`src/source/cache_macros.svh`:
```
`ifndef CACHE_MACROS_SVH
`define CACHE_MACROS_SVH

// Address and data widths
`define ADDR_W 16
`define WORD_W 16

// Address split into tag, set index and byte offset
`define TAG_W 5
`define INDEX_W 8
`define OFFSET_W 3

// Line geometry
`define LINE_WORDS 4

// Cycles from a memory read request to its data
`define MEM_LATENCY 2

`endif

```
`src/source/cache_pkg.sv`:
```
`include "cache_macros.svh"

package cache_pkg;

    typedef logic [`WORD_W-1:0]  word_t;
    typedef logic [`TAG_W-1:0]   tag_t;
    typedef logic [`INDEX_W-1:0] index_t;

    // Write-back and fill states must stay consecutive
    typedef enum logic [3:0] {
        idle,
        compare_read,
        compare_write,
        writeback_0,
        writeback_1,
        writeback_2,
        writeback_3,
        fill_0,
        fill_1,
        fill_2,
        fill_3,
        fill_4,
        fill_5
    } ctrl_state_e;

endpackage

```
`src/source/cache_control.sv`:
```
`timescale 1ns/10ps
`include "cache_macros.svh"

module cache_control (
    input  logic                 clk,
    input  logic                 rst,
    input  logic                 rd,
    input  logic                 wr,
    input  logic [`ADDR_W-1:0]   addr,
    input  cache_pkg::word_t     data_in,
    input  logic                 hit_0,
    input  logic                 hit_1,
    input  logic                 valid_0,
    input  logic                 valid_1,
    input  logic                 dirty_0,
    input  logic                 dirty_1,
    input  cache_pkg::tag_t      tag_out_0,
    input  cache_pkg::tag_t      tag_out_1,
    input  cache_pkg::word_t     data_out_0,
    input  cache_pkg::word_t     data_out_1,
    input  cache_pkg::word_t     mem_data_out,
    output logic                 enable_0,
    output logic                 enable_1,
    output logic                 comp,
    output logic                 write,
    output logic                 valid_in,
    output cache_pkg::index_t    index,
    output logic [`OFFSET_W-1:0] offset,
    output cache_pkg::tag_t      tag_in,
    output cache_pkg::word_t     way_data_in,
    output logic                 mem_rd,
    output logic                 mem_wr,
    output logic [`ADDR_W-1:0]   mem_addr,
    output cache_pkg::word_t     mem_data_in,
    output cache_pkg::word_t     data_out,
    output logic                 done,
    output logic                 stall,
    output logic                 cache_hit
);

    import cache_pkg::*;

    ctrl_state_e state_q;
    ctrl_state_e next_state;
    logic        victim_q;
    logic        way_q;
    logic        evict_q;
    word_t       read_q;

    tag_t        req_tag;
    index_t      req_index;
    logic [1:0]  req_word;
    logic        hit_any;
    logic        in_compare;
    logic        miss_way;
    logic        miss_dirty;
    tag_t        victim_tag;
    word_t       victim_data;
    logic [1:0]  wb_beat;
    logic [1:0]  rd_beat;
    logic [1:0]  wr_beat;
    logic        capture;

    assign req_tag   = addr[`ADDR_W-1 -: `TAG_W];
    assign req_index = addr[`OFFSET_W +: `INDEX_W];
    assign req_word  = addr[`OFFSET_W-1:1];

    assign hit_any    = hit_0 | hit_1;
    assign in_compare = (state_q == compare_read) || (state_q == compare_write);

    // First invalid way wins, else the victim flag decides
    assign miss_way   = !valid_0 ? 1'b0 : (!valid_1 ? 1'b1 : victim_q);
    assign miss_dirty = miss_way ? (valid_1 & dirty_1) : (valid_0 & dirty_0);

    assign victim_tag  = way_q ? tag_out_1 : tag_out_0;
    assign victim_data = way_q ? data_out_1 : data_out_0;

    // Beat within each burst
    assign wb_beat = 2'(state_q - writeback_0);
    assign rd_beat = 2'(state_q - fill_0);
    assign wr_beat = 2'(state_q - fill_2);

    // Requested word of a read miss arrives before fill_5
    assign capture = rd && (state_q >= fill_2) && (state_q <= fill_4) && (req_word == wr_beat);

    always_comb begin
        next_state  = state_q;
        enable_0    = 1'b0;
        enable_1    = 1'b0;
        comp        = 1'b0;
        write       = 1'b0;
        valid_in    = 1'b0;
        index       = req_index;
        offset      = addr[`OFFSET_W-1:0];
        tag_in      = req_tag;
        way_data_in = data_in;
        mem_rd      = 1'b0;
        mem_wr      = 1'b0;
        mem_addr    = {addr[`ADDR_W-1:`OFFSET_W], {`OFFSET_W{1'b0}}};
        mem_data_in = victim_data;
        data_out    = read_q;
        done        = 1'b0;
        stall       = 1'b1;
        cache_hit   = 1'b0;

        case (state_q)
            idle: begin
                stall = 1'b0;
                if (rd) begin
                    next_state = compare_read;
                end else if (wr) begin
                    next_state = compare_write;
                end
            end
            compare_read, compare_write: begin
                // Both ways look up in parallel
                enable_0  = 1'b1;
                enable_1  = 1'b1;
                comp      = 1'b1;
                write     = (state_q == compare_write);
                done      = hit_any;
                cache_hit = hit_any;
                data_out  = hit_1 ? data_out_1 : data_out_0;
                if (hit_any) begin
                    next_state = idle;
                end else if (miss_dirty) begin
                    next_state = writeback_0;
                end else begin
                    next_state = fill_0;
                end
            end
            writeback_0, writeback_1, writeback_2, writeback_3: begin
                enable_0    = !way_q;
                enable_1    = way_q;
                offset      = {wb_beat, 1'b0};
                mem_wr      = 1'b1;
                mem_addr    = {victim_tag, req_index, wb_beat, 1'b0};
                mem_data_in = victim_data;
                next_state  = ctrl_state_e'(state_q + 1);
            end
            fill_0, fill_1, fill_2, fill_3, fill_4, fill_5: begin
                enable_0 = !way_q;
                enable_1 = way_q;
                if (state_q <= fill_3) begin
                    mem_rd   = 1'b1;
                    mem_addr = {addr[`ADDR_W-1:`OFFSET_W], rd_beat, 1'b0};
                end
                if (state_q >= fill_2) begin
                    write       = 1'b1;
                    valid_in    = 1'b1;
                    offset      = {wr_beat, 1'b0};
                    way_data_in = (wr && (req_word == wr_beat)) ? data_in : mem_data_out;
                end
                if (state_q == fill_5) begin
                    // Last word of a write miss marks the line dirty
                    comp       = wr;
                    done       = 1'b1;
                    data_out   = (req_word == 2'd3) ? mem_data_out : read_q;
                    next_state = idle;
                end else begin
                    next_state = ctrl_state_e'(state_q + 1);
                end
            end
            default: begin
                next_state = idle;
            end
        endcase
    end

    always_ff @(posedge clk) begin
        if (rst) begin
            state_q  <= idle;
            victim_q <= 1'b0;
            way_q    <= 1'b0;
            evict_q  <= 1'b0;
        end else begin
            state_q <= next_state;
            if (in_compare && !hit_any) begin
                way_q   <= miss_way;
                evict_q <= valid_0 & valid_1;
            end
            if ((state_q == fill_5) && evict_q) begin
                victim_q <= ~victim_q;
            end
        end
    end

    always_ff @(posedge clk) begin
        if (capture) begin
            read_q <= mem_data_out;
        end
    end

endmodule

```
`config.mk`:
```
export PLATFORM = sky130hd
export DESIGN_NAME = cache_control
export DESIGN_NICKNAME = d
export VERILOG_FILES = /design/src/source/cache_pkg.sv /design/src/source/cache_control.sv
export VERILOG_INCLUDE_DIRS = /design/src /design/src/source
export SDC_FILE = /design/constraint.sdc
export NUM_CORES = 1
export LEC_CHECK = 0
export BUFFER_PORTS_ARGS = -buffer_cell sky130_fd_sc_hd__buf_4
export CAP_MARGIN = 20
export CORE_ASPECT_RATIO = 0.9
export CORE_MARGIN = 5
export CORE_UTILIZATION = 40
export DETAILED_ROUTE_END_ITERATION = 10
export PLACE_DENSITY_LB_ADDON = 0.2
export SLEW_MARGIN = 15
export SYNTH_ARGS = -nofsm -noshare
export SYNTH_HDL_FRONTEND = slang
export SYNTH_SLANG_ARGS = --single-unit
```
`constraint.sdc`:
```
create_clock -name clk -period 3.75 [get_ports clk]
set_clock_uncertainty 0.05 [all_clocks]
set_input_delay 0.75 -clock clk [delete_from_list [all_inputs] [get_ports clk]]
set_output_delay 0.75 -clock clk [all_outputs]
set_load 0.005 [all_outputs]
```
==> impl_metrics.json, run 1 <==
{
  "drt_iter0_drc": 78,
  "tightestPinTransition_ps": 782.8,
  "fin_crit_ps": 3525,
  "yosysTopAreaCellShare_pct": 20.40,
  "power.density_mw_per_mm2": 415.0,
  "synthCells": 250,
  "yosysWarningCount": 0,
  "die-area_mm2": 0.007524,
  "grt_overflow": 0,
  "setup_violations": 0,
  "place_congestion": 0.8002,
  "finalSetupTns_ps": 0,
  "grt_pass1_vias": 2306,
  "nNetsFinal": 493,
  "antenna_found_initial": 0,
  "fmax_ghz": 0.2837,
  "max_slew_margin_pct": 47.77,
  "path_clk_slew_ps": 90,
  "cp-start-kind": "flop",
  "synthXorXnorAreaFrac_pct": 1.860,
  "yosys.area.top_type": "edfxtp_1",
  "antenna_left": 0,
  "drive_above_1_share_pct": 55.96,
  "multi_input_area_mm2": 0.001463,
  "cts.sink_count": 23,
  "grt_pass1_wl_mm": 11.64,
  "area_growth_syn_to_layout_pct": 49.26,
  "dieHeight_um": 82.79,
  "htreeDepth": 1,
  "cts_root_buffer": "clkbuf_8",
  "crit_fanout": 16,
  "synthMuxAreaShare_pct": 26.30,
  "period_share_pct": 93.99,
  "rsz0062_at_grt": "no",
  "ys_seq_area_share_pct": 26.35,
  "post_drt_via_cell_ratio": 5.193,
  "tritoncts": "yes",
  "cp-end-kind": "output pin",
  "core.rowCount": 26,
  "diodes": 0,
  "synth_nets": 356,
  "ys.flop_type": "edfxtp_1",
  "ir_worst_vdd_mv": 0.2812,
  "coreArea_mm2": 0.005693,
  "cts_setup_buffers": 0,
  "hpwl_mm": 6.208,
  "arrival_ps": 2720,
  "synthAdderAreaFrac_pct": 3.188,
  "synthArstFlopShare_pct": 0,
  "grt_use_total_pct": 18.89,
  "yosys-top-cells-area": "edfxtp_1, mux2_2, mux2i_1, buf_4, a221o_1",
  "clk_path_buf_depth": 2,
  "grt_start_max_net_pins": 25,
  "die_w_um": 90.88,
  "avgSynthCellArea_um2": 9.419,
  "syn_area_mm2": 0.002355,
  "synth.distinct_cells": 47,
  "remaining_drc_errors": 0,
  "wl_per_cell_um": 16.87,
  "total_power_w": 0.001458,
  "synth_top_family_by_area": "multiplexers",
  "cap_violations": 0,
  "cts-buffers-inserted": 3,
  "synth-compound-area-share_pct": 15.25,
  "start_util_pct": 41.36,
  "fill_cells": 510,
  "ys_ff_latch": 23,
  "hold_path.class": "flop to flop",
  "crit_chain": "inv_1 > ha_1 > or4_4 > a2bb2oi_4 > o21ai_2 > nand3_4 > mux2_2 > buf_4",
  "critPathKind": "flop to output pin",
  "clk_latency_ps": 260,
  "num_io_pins": 190,
  "synth_edf_count": 16,
  "cpPeakStageDelay_ps": 520,
  "p_leak_nw": 1.693,
  "status": "complete, no violations",
  "synthSimpleGateAreaFrac_pct": 15.20,
  "maxSlewViolCount": 0,
  "crit_path_top_delay_cell": "or4_4",
  "drt_pass1_iterations": 4,
  "regArea_um2": 621.8,
  "routed_wl_mm": 7.694,
  "worstPathRequired_ps": 2950,
  "num_vias": 2368,
  "hold_viol": 0,
  "port_buffers": 164
}
-- critical path: cells and delay by family, from the launching register on --
family | cells | cell delay [ps]
muxes | 1 | 380
and+or+nand+nor | 2 | 790
buffers and inverters | 2 | 270
AOI/OAI and AO/OA | 2 | 310
DFF | 1 | 440
adders and majority gates | 1 | 270
-- per-layer routing --
| layer | track usage, % | part of all wire (%) |
|---|---|---|
| met1 | 24.72 | 43 |
| met2 | 32.80 | 49 |
| met3 | 4.328 | 8.0 |
| met4 | 2.933 | 0.22 |
| met5 | 0 | 0 |
-- cell type report --
type	instances	area share (%)
Multi-Input combinational cell	184	41.62
Timing Repair Buffer	170	36.31
Sequential cell	23	17.69
Tap cell	70	2.492
Clock buffer	3	1.175
Inverter	5	0.5696
Clock inverter	1	0.1424
-- where the power goes --
group / switching, W / total, W / internal, W
logic: 0.000464 / 0.00100 / 0.000537
registers: 0.0000207 / 0.000304 / 0.000283
clock network: 0.0000800 / 0.000154 / 0.0000741
-- flip-flops by register name, summed over array words and instances (netlist names) --
signal / flops
state_q: 4
evict_q: 1
read_q: 16
victim_q: 1
way_q: 1
-- placed cells by master, fill, tap and decap left out, types with 3 or more instances in the layout --
cell | Yosys | layout
edfxtp_1 | 16 | 16
and3_1 | 3 | 3
buf_4 | 24 | 170
mux2i_1 | 21 | 21
clkbuf_8 | 0 | 3
o21ai_0 | 11 | 11
inv_1 | 4 | 4
dfxtp_1 | 7 | 6
nand3_1 | 5 | 5
a21oi_1 | 6 | 6
nand2_1 | 16 | 16
xor2_1 | 3 | 3
mux2_2 | 23 | 23
ha_1 | 6 | 6
mux2_4 | 10 | 10
nor3_1 | 5 | 5
nor2_1 | 29 | 29
nor2b_1 | 3 | 3
a221o_1 | 17 | 17
-- synth_stat cells (2+ instances only) --
library cell / number
nand2b_1: 2
inv_1: 4
edfxtp_1: 16
nand3_1: 5
a21oi_1: 6
buf_2: 4
o2bb2ai_1: 2
nand2_1: 16
mux2i_1: 21
nor2b_1: 3
xor2_1: 3
ha_1: 6
xnor2_1: 2
and3_1: 3
o21ai_0: 11
nor2_1: 29
mux2_2: 23
mux2_4: 10
buf_4: 24
clkbuf_1: 7
dfxtp_1: 7
nor3_1: 5
a221o_1: 17
-- path summary, 6_finish.rpt --
kind         cells after the start         endpoint  startpoint  slack, ps
max                              8  way_data_in[15]  state_q[1]        230
min                              2          evict_q     evict_q        410
max reg2reg                      7       state_q[0]  state_q[1]       1360
min reg2reg                      2          evict_q     evict_q        410
-- stage by stage --
| step | setup WS, ps | area, um2 | std cells | hold slack [ps] | util (%) |
|---|---|---|---|---|---|
| final | 225.5 | 3515 | 456 | 411.5 | 61.74 |
| after detailed placement | 405.5 | 3467 | 452 | 399.2 | 60.90 |
| after global routing | 88.00 | 3515 | 456 | 425.1 | 61.74 |
| after global placement | 472.0 | 3467 | 452 | 392.5 | 60.90 |
| after CTS | 95.74 | 3513 | 456 | 412.7 | 61.71 |
| after floorplan | 765.9 | 2355 | 250 | 380.5 | - |
-- what timing repair did --
action / 4_1_cts / 5_1_grt
hold buffers: 0 / 0
resized for setup: 0 / 1
setup endpoints to repair: 0 / 6
-- cells by family (layout without fill, tap and decap cells) --
| group | count (synthesis) | after routing |
|---|---|---|
| other cells | 1 | 1 |
| buf+inv | 43 | 179 |
| flops | 23 | 23 |
| compound gates | 45 | 45 |
| xor+xnor | 5 | 5 |
| simple gates | 73 | 73 |
| mux | 54 | 54 |
| fa+ha+maj | 6 | 6 |
Note: power is estimated with default switching activity, not from simulation.
==> run 2: changes to the inputs <==
--- a/config.mk
+++ b/config.mk
@@ -6,11 +6,12 @@
 export SDC_FILE = /design/constraint.sdc
 export NUM_CORES = 1
 export LEC_CHECK = 0
+export ABC_AREA = 1
 export BUFFER_PORTS_ARGS = -buffer_cell sky130_fd_sc_hd__buf_4
 export CAP_MARGIN = 20
 export CORE_ASPECT_RATIO = 0.9
 export CORE_MARGIN = 5
-export CORE_UTILIZATION = 40
+export CORE_UTILIZATION = 41
 export DETAILED_ROUTE_END_ITERATION = 10
 export PLACE_DENSITY_LB_ADDON = 0.2
 export SLEW_MARGIN = 15
==> run 2 against run 1 <==
Compared with the run above:
- sequential cell count stayed put
- worst setup slack improved by 240 ps
- register-to-register slack improved by 160 ps
- critical endpoint is now way_data_in[5]
- largest cell class unchanged
- largest power group unchanged
==> impl_metrics.json, run 2 <==
{
  "status": "complete, no violations",
  "regMostFlops": "read_q",
  "yosys-top-cells-area": "edfxtp_1, nand2_1, nand3_1, o21ai_0, buf_4",
  "clk_latency_ps": 280,
  "rrSetupSlack_ps": 1520,
  "synth_edf_count": 16,
  "clk_path_buf_depth": 2,
  "fin_crit_ps": 3285,
  "cts.repair.resized": 0,
  "swShare_pct": 36.76,
  "hold_path.class": "flop to flop",
  "synth_nets": 503,
  "arrival_ps": 2480,
  "hold_depth": 2,
  "synth.most_common_cell": "nand2_1",
  "worstPathRequired_ps": 2950,
  "area_growth_syn_to_layout_pct": 44.91,
  "remaining_drc_errors": 0,
  "cts.sink_count": 23,
  "yosys.area.top_type": "edfxtp_1",
  "clkPwrFrac_pct": 17.5,
  "largest_register_ffs": 16,
  "critPathKind": "flop to output pin",
  "cp-start-kind": "flop",
  "routed_wl_mm": 9.118,
  "die_w_um": 92.43,
  "seqPwrFrac_pct": 30.3,
  "antenna_left": 0,
  "cts_setup_buffers": 0,
  "period_share_pct": 87.60,
  "drt_pass1_iterations": 5,
  "mostFrequentLayoutCells": "buf_4, nand2_1, nand3_1",
  "ys.flop_type": "edfxtp_1",
  "grt_pass1_vias": 2854,
  "port_buffers": 164,
  "die-area_mm2": 0.007782,
  "dieHeight_um": 84.19,
  "htreeDepth": 1,
  "netSwitchingPower_w": 0.0003430,
  "avgSynthCellArea_um2": 6.316,
  "synthTopCellsByCount": "nand2_1, nand3_1, o21ai_0",
  "rr_worst_depth": 6,
  "ys_seq_area_share_pct": 24.75,
  "place_congestion": 0.9672,
  "ys_ff_latch": 23,
  "grt_pass1_wl_mm": 14.20,
  "cts-buffers-inserted": 3,
  "coreArea_mm2": 0.006047,
  "antenna_found_initial": 0,
  "grt_start_max_net_pins": 40,
  "grt_overflow": 0,
  "drt_iter0_drc": 218,
  "synthArstFlopShare_pct": 0,
  "grt_use_total_pct": 22.19,
  "ir_worst_vdd_mv": 0.1482,
  "nNetsFinal": 634,
  "rsz0062_at_grt": "no",
  "intPower_w": 0.0005901,
  "cap_violations": 0,
  "layout_commonest_cell": "buf_4",
  "crit_fanout": 16,
  "path_clk_slew_ps": 100,
  "fmax_ghz": 0.3044,
  "start_util_pct": 41.46,
  "syn_area_mm2": 0.002507,
  "maxSlewViolCount": 0,
  "diodes": 0,
  "combinationalPowerShare_pct": 52.2,
  "yosysTopAreaCellShare_pct": 19.16,
  "finalSetupTns_ps": 0,
  "yosysWarningCount": 0,
  "placed_cells": 595,
  "reg_top3": "read_q x16, state_q x4",
  "setup_violations": 0,
  "synthCells": 397,
  "tritoncts": "yes",
  "cts_root_buffer": "clkbuf_8",
  "p_leak_nw": 1.872,
  "num_io_pins": 190,
  "core.rowCount": 27,
  "num_vias": 3082,
  "wl_per_cell_um": 15.22,
  "post_drt_via_cell_ratio": 5.145,
  "cp-end-kind": "output pin",
  "holdBufCountCts": 0,
  "hold_viol": 0,
  "hpwl_mm": 7.320,
  "drive_above_1_share_pct": 35.29,
  "power.density_mw_per_mm2": 256.8,
  "stdcell_count": 599,
  "synth.distinct_cells": 34
}
[run 2: cell types whose count changed after synthesis, moves of 17 or more]
cell and change:
nand4_1 +17, o21ai_0 +29, a221o_1 -17, inv_1 +30, nand2_1 +108, nand3_1 +39
mux2i_1 -21, mux2_2 -23
[run 2: logic make-up (layout without fill, tap and decap cells)]
logic type / Yosys count / after routing / share of synthesized area, %
buffers and inverters: 80 / 210 / 16.77
DFF: 23 / 23 / 24.75
xor gates and xnor gates: 3 / 3 / 1.048
AOI/OAI and AO/OA: 57 / 57 / 12.67
and+or+nand+nor: 227 / 227 / 41.62
adders and majority gates: 6 / 6 / 2.994
other: 1 / 1 / 0.1496
[run 2: critical path: stages (launching register included)]
cell,delay [ps]
dfxtp_1,440
inv_1,190
ha_1,410
xor2_1,180
nand2_1,160
nor2_4,70
nand3b_2,410
nand2_1,150
nand2_1,70
buf_4,130
[run 2: power groups by stage]
| stage | logic [W] | registers [W] | clock network, W |
|---|---|---|---|
| floorplan | 0.000232 | 0.000287 | 0 |
| global placement | 0.000488 | 0.000288 | 0 |
| detailed placement | 0.000487 | 0.000289 | 0 |
| CTS | 0.000489 | 0.000283 | 0.000165 |
| global route | 0.000536 | 0.000284 | 0.000175 |
| finish | 0.000487 | 0.000283 | 0.000163 |
[run 2: cell type report]
cell class                      count  area (um2)
Clock buffer                        3       41.29
Clock inverter                      1       5.005
Fill cell                         579        2414
Inverter                           38       142.6
Multi-Input combinational cell    294        1473
Sequential cell                    23       620.6
Tap cell                           72       90.09
Timing Repair Buffer              168        1261
[run 2: through the flow]
step	utilization (%)	cell area, um2	setup slack (ps)	power [W]	hold slack, ps
floorplan	-	2507	459.5	0.0005191	397.1
global placement	59.32	3587	810.4	0.0007762	415.7
detailed placement	59.32	3587	753.1	0.0007761	435.8
CTS	60.09	3633	436.4	0.0009369	450.5
global route	60.09	3633	299.8	0.0009949	473.0
finish	60.09	3633	465.1	0.0009331	448.3
[run 2: layer usage]
metal,up-vias,part of all wire (%),global-route usage [%],routed length (um)
met5,-,0,0,0
met4,0,1.1,3.779,104
met3,14,11,4.749,977
met2,159,46,35.90,4193
met1,1363,42,30.86,3842
li1,1546,-,-,-
[run 2: worst paths after layout]
kind,to,startpoint
worst max-delay path,way_data_in[5],state_q[0]
worst max register to register,read_q[0],state_q[0]
worst min-delay path,evict_q,evict_q
worst min register to register,evict_q,evict_q
